**config.mk**
```make
export PLATFORM = sky130hd
export DESIGN_NAME = sound
export DESIGN_NICKNAME = d
export VERILOG_FILES = /design/src/hdl/sound_pkg.sv /design/src/hdl/sound_dsp.sv /design/src/hdl/sound_fm_tone.sv /design/src/hdl/sound_mixer.sv /design/src/hdl/sound.sv
export SDC_FILE = /design/constraint.sdc
export NUM_CORES = 1
export LEC_CHECK = 0
export BUFFER_PORTS_ARGS = -buffer_cell sky130_fd_sc_hd__buf_2
export CORE_AREA = 2 2 123 125
export DETAILED_ROUTE_END_ITERATION = 16
export DIE_AREA = 0 0 125 127
export PLACE_DENSITY = 0.76
export REMOVE_ABC_BUFFERS = 1
export SLEW_MARGIN = 20
export SYNTH_ARGS = -nofsm -noshare
export SYNTH_HDL_FRONTEND = slang
export SYNTH_SLANG_ARGS = --single-unit
```
**constraint.sdc**
```tcl
create_clock -name clk -period 2.6 [get_ports clk]
set_clock_uncertainty 0.1 [all_clocks]
set_input_delay 0.52 -clock clk [delete_from_list [all_inputs] [get_ports clk]]
set_output_delay 0.52 -clock clk [all_outputs]
set_load 0.05 [all_outputs]
```
**src/hdl/sound_pkg.sv**
```systemverilog
// shared types and constants; offsets assume the 220h base, samples are signed 16-bit only
`default_nettype none

package sound_pkg;

    // ------------------------------
    // types
    typedef logic [15:0] sample_t;      // two's complement audio
    typedef logic [7:0]  byte_t;        // isa port data
    typedef logic [3:0]  io_addr_t;     // offset inside 220h-22fh
    typedef logic [8:0]  mgmt_addr_t;
    typedef logic [31:0] mgmt_data_t;

    typedef enum logic [1:0] {
        mix_idle,                       // waiting for fm tick
        mix_load_1,                     // dsp + fm clamp
        mix_load_2,                     // + speaker clamp
        mix_write                       // new_sample high
    } mix_state_t;

    typedef enum logic {
        dsp_cmd,                        // next write is a command byte
        dsp_dac_data                    // next write is a direct dac sample
    } dsp_state_t;

    // ------------------------------
    // 220h port offsets
    localparam io_addr_t io_dsp_reset = 4'h6;
    localparam io_addr_t io_dsp_read  = 4'hA;
    localparam io_addr_t io_dsp_write = 4'hC;
    localparam io_addr_t io_dsp_avail = 4'hE;
    localparam io_addr_t io_fm_index  = 4'h8;
    localparam io_addr_t io_fm_data   = 4'h9;

    // dsp commands
    localparam byte_t cmd_direct_dac  = 8'h10;
    localparam byte_t cmd_speaker_on  = 8'hD1;
    localparam byte_t cmd_speaker_off = 8'hD3;
    localparam byte_t dsp_reset_reply = 8'hAA;   // read back after reset handshake

    // fm register indices
    localparam byte_t fm_reg_amp  = 8'h01;   // 8-bit amplitude
    localparam byte_t fm_reg_half = 8'h02;   // half period in samples
    localparam byte_t fm_reg_ctrl = 8'h03;   // bit 0 tone enable

    // ------------------------------
    // management and mixer
    localparam mgmt_addr_t mgmt_sample_cycles    = 9'd257;  // [9:0] clocks per sample
    localparam logic [9:0] sample_cycles_default = 10'd8;
    localparam sample_t    speaker_low           = 16'd16384;
    localparam sample_t    speaker_high          = 16'd49152;   // negative as signed
    localparam sample_t    sample_max            = 16'd32767;
    localparam sample_t    sample_min            = 16'd32768;

endpackage

`default_nettype wire

```
**src/hdl/sound_dsp.sv**
```systemverilog
// dsp subset: reset handshake, direct dac 10h and speaker d1h/d3h only; no dma, no irq, never busy
`timescale 1ns/10ps
`default_nettype none

module sound_dsp (
    input  wire                      clk,
    input  wire                      rst_n,

    // 220h-22fh slave
    input  wire sound_pkg::io_addr_t io_address,
    input  wire                      io_read,
    input  wire                      io_write,
    input  wire sound_pkg::byte_t    io_writedata,
    output sound_pkg::byte_t         dsp_readdata,

    // to mixer
    output logic                     dac_disabled,
    output logic                     dac_strobe,     // one cycle per dac byte
    output sound_pkg::byte_t         dac_value       // unsigned
);

    import sound_pkg::*;

    // ------------------------------
    // decode
    logic       wr_reset;
    logic       wr_cmd;
    logic       rd_data;
    logic       reset_armed;    // saw a 1 at offset 6
    logic       reset_done;
    logic       avail;          // read latch holds unread byte
    byte_t      read_latch;
    dsp_state_t state;

    assign wr_reset = io_write && io_address == io_dsp_reset;
    assign wr_cmd   = io_write && io_address == io_dsp_write;
    assign rd_data  = io_read  && io_address == io_dsp_read;

    // 1 then 0 to the reset port completes the handshake
    assign reset_done = wr_reset && reset_armed && !io_writedata[0];

    always_ff @(posedge clk or negedge rst_n) begin
        if (!rst_n) begin
            reset_armed <= 1'b0;
        end else if (wr_reset) begin
            reset_armed <= io_writedata[0];     // follows the reset bit
        end
    end

    // ------------------------------
    // read latch and avail flag
    always_ff @(posedge clk or negedge rst_n) begin
        if (!rst_n) begin
            read_latch <= 8'h00;
            avail      <= 1'b0;
        end else if (reset_done) begin
            read_latch <= dsp_reset_reply;
            avail      <= 1'b1;
        end else if (rd_data) begin
            avail      <= 1'b0;                 // consumed by the host
        end
    end

    // ------------------------------
    // command decoder
    always_ff @(posedge clk or negedge rst_n) begin
        if (!rst_n) begin
            state        <= dsp_cmd;
            dac_disabled <= 1'b1;
            dac_strobe   <= 1'b0;
        end else begin
            dac_strobe <= 1'b0;                 // pulse by default
            if (reset_done) begin
                state        <= dsp_cmd;        // abort pending command
                dac_disabled <= 1'b1;           // speaker off after reset
            end else if (wr_cmd) begin
                case (state)
                    dsp_cmd: begin
                        case (io_writedata)
                            cmd_direct_dac:  state        <= dsp_dac_data;
                            cmd_speaker_on:  dac_disabled <= 1'b0;
                            cmd_speaker_off: dac_disabled <= 1'b1;
                            default:         state        <= dsp_cmd;   // unknown, ignored
                        endcase
                    end
                    dsp_dac_data: begin
                        state      <= dsp_cmd;
                        dac_strobe <= 1'b1;     // sample goes out next cycle
                    end
                    default: begin
                        state <= dsp_cmd;
                    end
                endcase
            end
        end
    end

    // dac byte, valid with dac_strobe
    always_ff @(posedge clk) begin
        if (wr_cmd && state == dsp_dac_data) begin
            dac_value <= io_writedata;
        end
    end

    // ------------------------------
    // read data mux
    always_comb begin
        case (io_address)
            io_dsp_read:  dsp_readdata = read_latch;
            io_dsp_avail: dsp_readdata = {avail, 7'd0};    // bit 7 data ready
            io_dsp_write: dsp_readdata = 8'h00;            // never busy
            default:      dsp_readdata = 8'hFF;            // unmapped offsets read high
        endcase
    end

endmodule

`default_nettype wire

```
**src/hdl/sound_fm_tone.sv**
```systemverilog
// fm stand-in: one square-wave tone, no opl2 operators or timers; fm port wins a same-cycle write
`timescale 1ns/10ps
`default_nettype none

module sound_fm_tone (
    input  wire                        clk,
    input  wire                        rst_n,

    // 220h-22fh slave, offsets 8 and 9
    input  wire sound_pkg::io_addr_t   io_address,
    input  wire                        io_read,
    input  wire                        io_write,
    input  wire sound_pkg::byte_t      io_writedata,
    output sound_pkg::byte_t           sb_readdata,

    // 388h-389h slave
    input  wire                        fm_address,
    input  wire                        fm_read,
    input  wire                        fm_write,
    input  wire sound_pkg::byte_t      fm_writedata,
    output sound_pkg::byte_t           fm_readdata,

    // management, only entry 257 is decoded
    input  wire sound_pkg::mgmt_addr_t mgmt_address,
    input  wire                        mgmt_write,
    input  wire sound_pkg::mgmt_data_t mgmt_writedata,

    // to mixer
    output logic                       fm_strobe,    // one per sample period
    output sound_pkg::sample_t         fm_value
);

    import sound_pkg::*;

    // ------------------------------
    // register file
    byte_t      index;
    byte_t      amp;
    byte_t      half;
    byte_t      ctrl;
    logic [9:0] sample_cycles;      // clocks per sample
    logic       wr_index;
    logic       wr_data;
    byte_t      wr_byte;

    assign wr_index = (io_write && io_address == io_fm_index) || (fm_write && !fm_address);
    assign wr_data  = (io_write && io_address == io_fm_data)  || (fm_write &&  fm_address);
    assign wr_byte  = fm_write ? fm_writedata : io_writedata;

    always_ff @(posedge clk or negedge rst_n) begin
        if (!rst_n) begin
            index <= 8'h00;
            amp   <= 8'h00;
            half  <= 8'h00;
            ctrl  <= 8'h00;         // tone off
        end else if (wr_index) begin
            index <= wr_byte;
        end else if (wr_data) begin
            case (index)
                fm_reg_amp:  amp  <= wr_byte;
                fm_reg_half: half <= wr_byte;
                fm_reg_ctrl: ctrl <= wr_byte;
                default:     index <= index;    // other opl2 regs not stored
            endcase
        end
    end

    always_ff @(posedge clk or negedge rst_n) begin
        if (!rst_n) begin
            sample_cycles <= sample_cycles_default;
        end else if (mgmt_write && mgmt_address == mgmt_sample_cycles) begin
            sample_cycles <= mgmt_writedata[9:0];
        end
    end

    // ------------------------------
    // sample tick
    logic [9:0] cycle_cnt;
    logic       tick_due;

    // 0 and 1 both give a tick every clock
    assign tick_due = {1'b0, cycle_cnt} + 11'd1 >= {1'b0, sample_cycles};

    always_ff @(posedge clk or negedge rst_n) begin
        if (!rst_n) begin
            cycle_cnt <= 10'd0;
            fm_strobe <= 1'b0;
        end else begin
            fm_strobe <= tick_due;
            cycle_cnt <= tick_due ? 10'd0 : cycle_cnt + 10'd1;
        end
    end

    // ------------------------------
    // square wave
    logic    tone_on;
    logic    polarity;          // 1 while in the negative half
    byte_t   half_cnt;          // ticks seen in this half
    logic    half_done;
    sample_t tone_mag;

    assign tone_on   = ctrl[0];
    assign half_done = {1'b0, half_cnt} + 9'd1 >= {1'b0, half};
    assign tone_mag  = {1'b0, amp, 7'd0};          // amp * 128

    always_ff @(posedge clk or negedge rst_n) begin
        if (!rst_n) begin
            polarity <= 1'b0;
            half_cnt <= 8'h00;
        end else if (!tone_on) begin
            polarity <= 1'b0;       // restart on positive half
            half_cnt <= 8'h00;
        end else if (fm_strobe) begin
            if (half_done) begin
                polarity <= ~polarity;
                half_cnt <= 8'h00;
            end else begin
                half_cnt <= half_cnt + 8'd1;
            end
        end
    end

    // mixer latches this on fm_strobe, before the flip lands
    assign fm_value = !tone_on ? sample_t'(0) : (polarity ? -tone_mag : tone_mag);

    // ------------------------------
    // reads return the index
    assign sb_readdata = (io_read && (io_address == io_fm_index || io_address == io_fm_data))
                         ? index : 8'h00;

    always_ff @(posedge clk or negedge rst_n) begin
        if (!rst_n) begin
            fm_readdata <= 8'h00;
        end else if (fm_read) begin
            fm_readdata <= index;   // both 388h and 389h
        end
    end

endmodule

`default_nettype wire

```
**src/hdl/sound_mixer.sv**
```systemverilog
// three-source mixer paced by fm_strobe; a tick arriving while busy is lost, no back-pressure
`timescale 1ns/10ps
`default_nettype none

module sound_mixer (
    input  wire                     clk,
    input  wire                     rst_n,

    // pc speaker
    input  wire                     speaker_enable,
    input  wire                     speaker_out,

    // dsp source
    input  wire                     dac_disabled,
    input  wire                     dac_strobe,
    input  wire sound_pkg::byte_t   dac_value,      // unsigned

    // fm source
    input  wire                     fm_strobe,
    input  wire sound_pkg::sample_t fm_value,       // signed

    // output
    output logic                    new_sample,
    output sound_pkg::sample_t      sample
);

    import sound_pkg::*;

    // signed add clamped to the 16-bit range
    function automatic sample_t sat_add(sample_t a, sample_t b);
        sample_t sum;
        sum = a + b;
        if (!a[15] && !b[15] && sum[15]) begin
            return sample_max;      // positive overflow
        end
        if (a[15] && b[15] && !sum[15]) begin
            return sample_min;      // negative overflow
        end
        return sum;
    endfunction

    // ------------------------------
    // source registers
    mix_state_t state;
    sample_t    speaker_value;
    sample_t    sample_dsp;
    sample_t    sample_fm;
    sample_t    sum_1_q;

    always_ff @(posedge clk or negedge rst_n) begin
        if (!rst_n) begin
            speaker_value <= 16'd0;
        end else if (speaker_enable) begin
            speaker_value <= speaker_out ? speaker_high : speaker_low;
        end else begin
            speaker_value <= 16'd0;
        end
    end

    always_ff @(posedge clk or negedge rst_n) begin
        if (!rst_n) begin
            sample_dsp <= 16'd0;
        end else if (dac_disabled) begin
            sample_dsp <= 16'd0;                                // muted
        end else if (dac_strobe) begin
            sample_dsp <= {dac_value, 8'd0} - 16'd32768;        // unsigned to signed
        end
    end

    always_ff @(posedge clk or negedge rst_n) begin
        if (!rst_n) begin
            sample_fm <= 16'd0;
        end else if (state == mix_idle && fm_strobe) begin
            sample_fm <= fm_value;                              // only accepted ticks
        end
    end

    // ------------------------------
    // two-stage clamp and output
    always_ff @(posedge clk or negedge rst_n) begin
        if (!rst_n) begin
            state   <= mix_idle;
            sum_1_q <= 16'd0;
            sample  <= 16'd0;
        end else begin
            case (state)
                mix_idle: begin
                    if (fm_strobe) begin
                        state <= mix_load_1;
                    end
                end
                mix_load_1: begin
                    sum_1_q <= sat_add(sample_dsp, sample_fm);
                    state   <= mix_load_2;
                end
                mix_load_2: begin
                    sample <= sat_add(sum_1_q, speaker_value);
                    state  <= mix_write;
                end
                default: begin
                    state <= mix_idle;                          // write lasts one cycle
                end
            endcase
        end
    end

    assign new_sample = state == mix_write;

endmodule

`default_nettype wire

```
**src/hdl/sound.sv**
```systemverilog
// sound card top: dsp, fm tone and mixer; no dma or irq, mgmt entries other than 257 are ignored
`timescale 1ns/10ps
`default_nettype none

module sound (
    input  wire                        clk,
    input  wire                        rst_n,

    // 220h-22fh slave
    input  wire sound_pkg::io_addr_t   io_address,
    input  wire                        io_read,
    output sound_pkg::byte_t           io_readdata,
    input  wire                        io_write,
    input  wire sound_pkg::byte_t      io_writedata,

    // 388h-389h slave
    input  wire                        fm_address,
    input  wire                        fm_read,
    output sound_pkg::byte_t           fm_readdata,
    input  wire                        fm_write,
    input  wire sound_pkg::byte_t      fm_writedata,

    // pc speaker
    input  wire                        speaker_enable,
    input  wire                        speaker_out,

    // management
    input  wire sound_pkg::mgmt_addr_t mgmt_address,
    input  wire                        mgmt_write,
    input  wire sound_pkg::mgmt_data_t mgmt_writedata,

    // audio out
    output logic                       new_sample,
    output sound_pkg::sample_t         sample
);

    import sound_pkg::*;

    byte_t   dsp_readdata;
    byte_t   sb_readdata;
    logic    dac_disabled;
    logic    dac_strobe;
    byte_t   dac_value;
    logic    fm_strobe;
    sample_t fm_value;

    // ------------------------------
    sound_dsp u_dsp (
        .clk          (clk),
        .rst_n        (rst_n),
        .io_address   (io_address),
        .io_read      (io_read),
        .io_write     (io_write),
        .io_writedata (io_writedata),
        .dsp_readdata (dsp_readdata),
        .dac_disabled (dac_disabled),
        .dac_strobe   (dac_strobe),
        .dac_value    (dac_value)
    );

    sound_fm_tone u_fm (
        .clk            (clk),
        .rst_n          (rst_n),
        .io_address     (io_address),
        .io_read        (io_read),
        .io_write       (io_write),
        .io_writedata   (io_writedata),
        .sb_readdata    (sb_readdata),
        .fm_address     (fm_address),
        .fm_read        (fm_read),
        .fm_write       (fm_write),
        .fm_writedata   (fm_writedata),
        .fm_readdata    (fm_readdata),
        .mgmt_address   (mgmt_address),
        .mgmt_write     (mgmt_write),
        .mgmt_writedata (mgmt_writedata),
        .fm_strobe      (fm_strobe),
        .fm_value       (fm_value)
    );

    sound_mixer u_mixer (
        .clk            (clk),
        .rst_n          (rst_n),
        .speaker_enable (speaker_enable),
        .speaker_out    (speaker_out),
        .dac_disabled   (dac_disabled),
        .dac_strobe     (dac_strobe),
        .dac_value      (dac_value),
        .fm_strobe      (fm_strobe),
        .fm_value       (fm_value),
        .new_sample     (new_sample),
        .sample         (sample)
    );

    // ------------------------------
    // registered 220h read mux, held between reads
    always_ff @(posedge clk or negedge rst_n) begin
        if (!rst_n) begin
            io_readdata <= 8'h00;
        end else if (io_read) begin
            io_readdata <= (io_address == io_fm_index || io_address == io_fm_data)
                           ? sb_readdata : dsp_readdata;
        end
    end

endmodule

`default_nettype wire

```
# Word-level counts from Yosys, hierarchy flattened
# Index checks and enable logic that the tools add are counted.
# W data, S select, Z words.
[word_totals]
regBits = 167
latch_bits = 0
ramBits = 0
mem_bits_ro = 0
in_bits = 71
output_inout_bits = 33
word_cells = 149
memories = 0
[op_classes]
n_addsub = 8
n_mul = 0
div = 0
n_lt_le_gt_ge = 2
eq_ne = 20
shift = 0
n_mux = 50
bitwise = 3
n_reduce_logical = 42
[ops]
columns = ["cell", "count"]
rows = [
  ["$mux W16", 14],
  ["$mux W8", 6],
  ["$add A16 B16 Y16", 2],
  ["$mux W1", 24],
  ["$pmux W8 S3", 1],
  ["$logic_and A1 B1 Y1", 21],
  ["$eq A4 B4 Y1 const B", 5],
  ["$eq A8 B2 Y1 const B", 2],
  ["$eq A8 B8 Y1 const B", 2],
  ["$neg A15 Y16", 1],
  ["$sub A16 B16 Y16 const B", 1],
  ["$reduce_and A3 Y1", 4],
  ["$add A10 B1 Y11 const B", 1],
  ["$ge A11 B10 Y1", 1],
  ["$add A10 B1 Y10 const B", 1],
  ["$mux W10", 1],
  ["$add A8 B1 Y9 const B", 1],
  ["$eq A9 B9 Y1 const B", 1],
  ["$ge A9 B8 Y1", 1],
  ["$add A8 B1 Y8 const B", 1],
  ["$eq A8 B1 Y1 const B", 1],
  ["$eq A8 B5 Y1 const B", 1],
  ["$logic_not A1 Y1", 8],
  ["$pmux W2 S3", 1],
  ["13 further kinds", 23],
]

# Longest topological paths before layout
# Gate-level depths: netlist of the first run.
[depth]
word_depth = 9
depth_mapped = 11
depth_no_buf = 11

# By module
# Synthesis of the first run repeated with hierarchy kept, for this count alone.
[hier_totals]
cells_unflattened = 706
hier_area_um2 = 7577.3
[modules_own_cells]
columns = ["mod", "n_inst", "cells_per_inst", "area_per_inst_um2", "seq_area_each_um2"]
rows = [
  ["sound_fm_tone", 1, 336, 3592.2, 1577.8],
  ["sound_mixer", 1, 276, 2992.9, 1501.4],
  ["sound_dsp", 1, 49, 610.6, 391.6],
  ["sound", 1, 45, 381.6, 200.2],
]

# Worst setup path before layout of the first run
# OpenSTA, ideal clock, no wires.
[synth_timing]
kind = "register to register"
start = "reg u_mixer.sample_fm[9]"
end = "reg u_mixer.sum_1_q[12]"
setup_time_ns = 0.087
arrival_time_ns = 2.360
required_ns = 2.413
path_slack_ns = 0.054
path_stages_with_launch = 11
n_path_buf = 0
synth_period_minus_slack_ns = 2.546
cell_sequence = "dfrtp_1 -> ha_1 -> a21oi_1 -> a21oi_1 -> o22ai_1 -> o21a_1 -> fa_1 -> nand2_1 -> nand2_1 -> or3_1 -> o211ai_1"
[synth_between]
elab_chain_len = 8
word_cells_on_any_way = 12
cone_classes = "add/sub (1); mux (8); reduce/logical (3)"
[synth_rtl]
columns = ["item", "line", "rtl"]
rows = [
  ["from (decl)", "sound_mixer.sv:47", "sample_t sample_fm;"],
  ["from (signal assigned)", "sound_mixer.sv:74", "sample_fm <= fm_value;"],
  ["$add A16 B16 Y16 (*)", "sound_mixer.sv:32", "sum = a + b;"],
  ["$logic_not A1 Y1", "sound_mixer.sv:36", "if (a[15] && b[15] && !sum[15]) begin"],
  ["$logic_and A1 B1 Y1", "sound_mixer.sv:36", ""],
  ["$mux W1 (2 in series)", "sound_mixer.sv:36", ""],
  ["$mux W1", "sound_mixer.sv:86", "case (state)"],
  ["$mux W16", "sound_mixer.sv:39", "return sum;"],
  ["$mux W16 (*)", "sound_mixer.sv:36", ""],
  ["to (signal assigned)", "sound_mixer.sv:93", "sum_1_q <= sat_add(sample_dsp, sample_fm);"],
  ["to (decl)", "sound_mixer.sv:48", "sample_t sum_1_q;"],
]
# Mark *: on every way between the ends. The rest lies on a longest branch, timed or not. The select of a mux whose other input is x is not followed.
# A chain may end at the register's enable or synchronous reset.

# Worst setup path after layout of the first run
[layout_timing]
start = "reg u_mixer.sample_dsp[9]"
end = "reg u_mixer.sum_1_q[12]"
[layout_between]
elab_chain_len = 8
word_cells_on_any_way = 12
cone_classes = "add/sub (1); mux (8); reduce/logical (3)"
[layout_rtl]
columns = ["item", "line", "rtl"]
rows = [
  ["from (decl)", "sound_mixer.sv:46", "sample_t sample_dsp;"],
  ["from (signal assigned)", "sound_mixer.sv:66", "sample_dsp <= {dac_value, 8'd0} - 16'd32768;"],
  ["$add A16 B16 Y16 (*)", "sound_mixer.sv:32", ""],
  ["$logic_not A1 Y1", "sound_mixer.sv:36", ""],
  ["$logic_and A1 B1 Y1", "sound_mixer.sv:36", ""],
  ["$mux W1 (2 in series)", "sound_mixer.sv:36", ""],
  ["$mux W1", "sound_mixer.sv:86", ""],
  ["$mux W16", "sound_mixer.sv:39", ""],
  ["$mux W16 (*)", "sound_mixer.sv:36", ""],
]
# Marks and branches as above.

==> results of run 1 <==
==> metal layers <==
layer / vias to the layer above / global-route usage (%) / part of all wire, %
met5: - / 0 / 0
li1: 2294 / - / -
met3: 18 / 4.44 / 4.5
met4: 0 / 6.08 / 1.5
met2: 122 / 28.0 / 50
met1: 2222 / 21.1 / 44
==> metrics by stage <==
step	setup WS, ns	area [um^2]	power, mW	cells
global placement	0.0382	7100	4.40	861
global route	-0.0388	7840	7.22	895
detailed placement	-0.00985	7100	4.45	861
CTS	0.0199	7720	6.87	893
finish	0.113	7840	6.84	895
floorplan	-0.406	6310	3.86	578
==> worst max path at each step <==
stage                                      from                  end  cells after the start  slack [ns]
final                     u_mixer.sample_dsp[9]  u_mixer.sum_1_q[12]                     10        0.11
after global routing           u_fm.half_cnt[1]     u_fm.half_cnt[0]                     11       -0.04
after CTS                  u_mixer.sample_fm[9]  u_mixer.sum_1_q[12]                     10        0.02
after detailed placement   u_mixer.sample_fm[9]  u_mixer.sum_1_q[12]                     10       -0.01
after global placement     u_mixer.sample_fm[9]  u_mixer.sum_1_q[12]                     10        0.04
after floorplan               u_mixer.sample[6]            sample[0]                      0       -0.41
==> critical path, stage by stage, from the launching register on <==
cell	delay, ns
dfrtp_1	0.41
ha_4	0.28
a21oi_2	0.06
a21oi_2	0.16
o22ai_2	0.08
o21a_1	0.21
fa_1	0.50
nand2_1	0.10
nand2_1	0.06
or3_1	0.37
o211ai_1	0.08
==> cell families after synthesis <==
| logic type | after synthesis | synth area share, % |
|---|---|---|
| AOI/OAI and AO/OA | 107 | 10.5 |
| muxes | 62 | 10.6 |
| adders and majority gates | 40 | 8.11 |
| and+or+nand+nor | 160 | 12.3 |
| buffers and inverters | 87 | 5.72 |
| DFF | 126 | 49.5 |
| xor gates and xnor gates | 23 | 3.12 |
==> timing repair <==
action                     CTS  global route
pin swaps                    0             7
setup buffers                0             2
setup endpoints to repair    1            24
resized for setup            1            18
==> sequential cells by signal, indices dropped and copies added (netlist names), 9 cells and up <==
signal              cells
u_fm.cycle_cnt         10
u_fm.sample_cycles     10
u_mixer.sample         10
u_mixer.sum_1_q        10
u_mixer.sample_fm       9
==> placed cells by master (no fill, tap or decap), types with 7 or more instances in the layout <==
cell type	netlist	layout
ha_1	37	32
buf_2	1	80
nand3_1	12	11
dfrtp_1	116	116
xor2_1	10	10
xnor2_1	13	11
nor4_1	7	7
inv_1	60	60
a21oi_1	12	10
edfxtp_1	8	8
mux2i_1	10	10
o221ai_1	12	12
o21ai_0	44	41
nor2_1	37	36
mux2_2	52	52
nand2_1	54	54
buf_4	7	19
nor2b_1	18	18
clkbuf_16	0	18
o211ai_1	10	10
==> layout make-up <==
type	count	share of cell area (%)
multi-input combinational	392	38.2
inverter	60	2.87
timing repair buffer	101	7.44
tap	184	2.94
sequential	126	40.8
clock buffer	20	6.10
clock inverter	12	1.71
==> power groups by stage <==
| stage | Clock (mW) | Combinational (mW) | Sequential [mW] |
|---|---|---|---|
| after global routing | 2.52 | 2.10 | 2.59 |
| after global placement | 0 | 1.84 | 2.56 |
| after detailed placement | 0 | 1.88 | 2.57 |
| after CTS | 2.43 | 1.89 | 2.54 |
| final | 2.39 | 1.90 | 2.55 |
| after floorplan | 0 | 0.834 | 3.02 |
==> impl_metrics.yaml, run 1 <==
setup_path:
  r2r_cells: 10
  cp_max_fo: 2
  critical_path_arrival_ns: 2.72
  crit_type: "flip-flop to flip-flop"
  rr_startpoint: "u_mixer.sample_dsp[9]"
  ff2ff_setup_slack_ns: 0.11
  cp.required_ns: 2.83
  reg2reg_to: "u_mixer.sum_1_q[12]"
  startpoint_type: "flip-flop"
  crit_path_end_kind: "flip-flop"
job:
  drv_cap: 0
clock_tree:
  cts_tree: "built"
  clk_latency_ns: 0.42
  h-tree-depth: 4
  ctsRootBufferMaster: "clkbuf_16"
  clockBufferDepth: 2
  clk_pin_slew_ns: 0.06
  numCtsBuffers: 17
  holdBufCountCts: 0
  cts_sinks: 126
floorplanning:
  die_x_um: 125
  die_y_um: 127
  die_area_um2: 15900
  ios: 104
  initial_core_util_pct: 44.7
  core_um2: 14400
  rows: 44
synth:
  synth_edf_count: 8
  synth_top_cell_by_area: "dfrtp_1"
  synth_commonest_cells: "dfrtp_1 (116), inv_1 (60), nand2_1 (54)"
  synth_cells: 605
  seq_area_frac_synth_pct: 49.5
  avgSynthCellArea_um2: 10.7
  netlist.area_leader.share_pct: 45.0
  synth_ff_type: "dfrtp_1"
  ys_seq_elements: 126
  yosys_warnings: 0
  ys_async_sr_fraction_pct: 93.7
  synth_area_leaders: "dfrtp_1 (45%), mux2_2 (9.1%), ha_1 (7.2%), edfxtp_1 (3.7%), inv_1 (3.5%)"
  yosysMostFrequentCell: "dfrtp_1"
  yosysUniqueCellTypes: 57
  netlist_area_um2: 6450
sta:
  timing.final.crit_share_pct: 95.7
  tns_ns: 0
  max_freq_ghz: 0.402
  drv_slew: 0
  worstMarginPinSlew_ns: 0.759
  hold_viol_final: 0
  relSlewSlack_pct: 49.3
  grt_setup_unrepaired: "yes"
  whs_ns: 0.00857
  period_minus_slack_ns: 2.49
  setup_viol: 0
route:
  vias: 4656
  wl_per_cell_um: 14.1
  postRouteAntennaNets: 0
  finalWirelength_um: 12700
  drt-vias-per-instance: 5.20
  first_pass_iters: 4
  first_iter_violations: 260
  drc: 0
power:
  ir_drop_mv: 0.559
  powerDensity_nw_per_um2: 873
  power_switching_mw: 2.40
  clockPowerShare_pct: 35.0
  intPower_mw: 4.44
  seqPwrFrac_pct: 37.2
  sw_frac_of_total_pct: 35.1
  power.leakage_nw: 3.69
  p_comb_share_pct: 27.8
layout:
  final.fill_count: 1229
  multi_input_area_um2: 2990
  antenna_cells: 0
  fin_nets: 809
  layout-drive-gt1-share_pct: 29.3
  register_area_um2: 3200
  area_growth_pct: 21.5
  final_core_util_pct: 54.3
grt:
  grt_max_degree: 45
  antenna_found_initial: 0
  overflow: 0
  grt_pass1_wl_um: 21400
  grt_pass1_vias: 4638
  grt_usage_pct: 16.7
min_path:
  hold_path_class: "primary input to asynchronous set/reset pin"
placement:
  gp_congestion: 0.801
  hpwl_um: 8840
  portBuffers: 81
status:
  outcome: "completed"
No activity file was read; power rests on OpenSTA's default activity.
==> run 2, diff against run 1 <==
- ABC_AREA: unset -> 1
==> impl_metrics.yaml, run 2 <==
grt:
  antenna_found_initial: 0
  grt_pass1_wl_um: 22900
  grt_max_degree: 51
  grt_usage_pct: 17.8
  grt_pass1_vias: 4886
  overflow: 0
synth:
  synth_edf_count: 8
  synth_cells: 738
  ys_async_sr_fraction_pct: 93.7
  ys_seq_elements: 126
  synth_ff_type: "dfrtp_1"
  synth_commonest_cells: "nand2_1 (152), dfrtp_1 (116), inv_1 (114)"
  yosysUniqueCellTypes: 43
  yosysMostFrequentCell: "nand2_1"
  seq_area_frac_synth_pct: 49.5
  avgSynthCellArea_um2: 8.74
  synth_top_cell_by_area: "dfrtp_1"
  synth_area_leaders: "dfrtp_1 (45%), nand2_1 (8.8%), ha_1 (7.2%), inv_1 (6.6%), o21ai_0 (4.7%)"
  yosys_warnings: 0
  netlist.area_leader.share_pct: 45.0
  netlist_area_um2: 6450
setup_path:
  critical_path_arrival_ns: 2.69
  crit_type: "flip-flop to flip-flop"
  crit_path_end_kind: "flip-flop"
  startpoint_type: "flip-flop"
  ff2ff_setup_slack_ns: 0.11
  rr_startpoint: "u_mixer.sample_dsp[10]"
  reg2reg_to: "u_mixer.sum_1_q[9]"
  cp.required_ns: 2.80
  cp_max_fo: 5
  r2r_cells: 11
placement:
  hpwl_um: 9710
  dpl_worst_slack_ns: 0.0291
  gp_congestion: 0.865
  dpl_cell_area_um2: 7050
  portBuffers: 81
layout:
  layout-drive-gt1-share_pct: 20.0
  antenna_cells: 0
  area_growth_pct: 22.1
  final.fill_count: 1292
  register_area_um2: 3200
  layout_commonest_cell: "nand2_1"
  layout_common_cells: "nand2_1 (151), dfrtp_1 (116), inv_1 (113)"
  multi_input_area_um2: 2750
  finish.instance_area_um2: 7880
  fin_nets: 946
sta:
  setup_viol: 0
  relSlewSlack_pct: 55.0
  max_freq_ghz: 0.401
  drv_slew: 0
  timing.final.crit_share_pct: 95.9
  worstMarginPinSlew_ns: 0.673
  hold_viol_final: 0
  fin_ws_ns: 0.108
  period_minus_slack_ns: 2.49
power:
  power.leakage_nw: 3.97
  powerDensity_nw_per_um2: 757
  ir_drop_mv: 0.539
floorplanning:
  ios: 104
  rows: 44
  die_area_um2: 15900
  die_x_um: 125
  die_y_um: 127
  core_um2: 14400
  initial_core_util_pct: 44.7
status:
  outcome: "completed"
clock_tree:
  clockBufferDepth: 2
  cts_tree: "built"
  cts_sinks: 126
  numCtsBuffers: 17
  clk_pin_slew_ns: 0.06
  clk_latency_ns: 0.42
  h-tree-depth: 4
  ctsRootBufferMaster: "clkbuf_16"
min_path:
  min_from: "speaker_enable"
  min_to: "u_mixer.speaker_value[14]"
  whs_path_depth: 1
  hold_path_class: "primary input to flip-flop"
route:
  dr.max_layer_used: "met4"
  vias: 5013
  first_iter_violations: 267
  wl_per_cell_um: 13.0
  wl_met1_um: 6230
  wl_met2_um: 6340
  first_pass_iters: 5
  finalWirelength_um: 13400
  drc: 0
  drt-vias-per-instance: 4.86
  met3WireLength_um: 689
  postRouteAntennaNets: 0
job:
  drv_cap: 0
[run 2: changes by cell type in the layout (fill, tap and decap cells not counted), moves of 11 or more]
cell      before  now
nand2_1       54  151
nor2_1        36   65
inv_1         60  113
o21ai_2        1   12
nand3_1       11   27
mux2_2        52    3
o21ai_0       41   59
nor2b_1       18    0
o221ai_1      12    0
a21oi_1       10   31
nor3_1         2   14
[run 2: kinds of logic (layout without fill, tap and decap cells)]
family | Yosys count | after routing | share of synthesized area [%]
AND/OR/NAND/NOR | 281 | 281 | 18.9
multiplexers | 3 | 3 | 0.524
adder cells (fa/ha/maj) | 40 | 40 | 8.11
flip-flops | 126 | 126 | 49.5
AO/OA/AOI/OAI | 136 | 136 | 12.0
buffers and inverters | 137 | 247 | 8.87
XOR/XNOR | 15 | 15 | 2.04
[run 2: final cells by class]
| type | count | share of cell area [%] |
|---|---|---|
| Multi-Input combinational cell | 475 | 35.0 |
| Sequential cell | 126 | 40.6 |
| Timing Repair Buffer | 96 | 6.80 |
| Tap cell | 184 | 2.92 |
| Clock buffer | 19 | 5.75 |
| Inverter | 119 | 5.70 |
| Clock inverter | 13 | 3.29 |
[run 2: per-layer routing]
layer | GRT usage [%] | vias to the layer above
li1 | - | 2581
met1 | 23.2 | 2322
met2 | 28.6 | 96
met3 | 4.77 | 14
met4 | 6.99 | 0
met5 | 0 | -
[run 2: worst max path at each step]
stage	slack, ns	start	endpoint	cells past startpoint
final	0.11	u_mixer.sample_dsp[10]	u_mixer.sum_1_q[9]	11
after global routing	-0.06	u_mixer.sample_fm[12]	u_mixer.sum_1_q[14]	12
after CTS	0.05	u_mixer.sample_dsp[10]	u_mixer.sum_1_q[14]	12
after detailed placement	0.03	u_mixer.sample_fm[10]	u_mixer.sum_1_q[13]	12
after global placement	0.06	u_mixer.sample_fm[10]	u_mixer.sum_1_q[13]	12
after floorplan	-0.41	u_mixer.sample[6]	sample[0]	0
[run 2: worst max-delay path: stages, from the launching register on]
cell and delay [ns]:
dfrtp_1 0.42, ha_4 0.31, nand2_1 0.08, a31oi_2 0.21, o21ai_1 0.12, nand2_1 0.08
a21oi_2 0.06, fa_1 0.56, nand2_1 0.08, nand2_1 0.11, inv_2 0.07, a22o_1 0.19
[run 2: repair_timing]
item | CTS | global route
setup buffers | 0 | 4
hold endpoints to repair | 30 | 0
endpoints found under the setup margin | 2 | 19
pin swaps | 0 | 6
resized for setup | 1 | 15
hold buffers | 1 | 0
[run 2: metrics by stage]
stage / hold WS, ns / util, % / total power, mW / cells / setup TNS (ns)
after detailed placement: 0.368 / 48.9 / 3.15 / 995 / 0
final: 0.124 / 54.6 / 5.96 / 1032 / 0
after global routing: 0.112 / 54.6 / 6.21 / 1032 / -0.232
after floorplan: 0.124 / - / 2.87 / 720 / -3.04
after CTS: 0.108 / 53.9 / 6.01 / 1028 / 0
after global placement: 0.361 / 48.9 / 3.13 / 995 / 0
[run 2: where the power goes]
group | switching, mW | internal, mW | total, mW | leakage (nW)
registers | 0.104 | 2.12 | 2.23 | 1.59
clock network | 0.887 | 1.95 | 2.84 | 0.336
logic | 0.635 | 0.260 | 0.895 | 2.05
total | 1.63 | 4.34 | 5.96 | 3.97
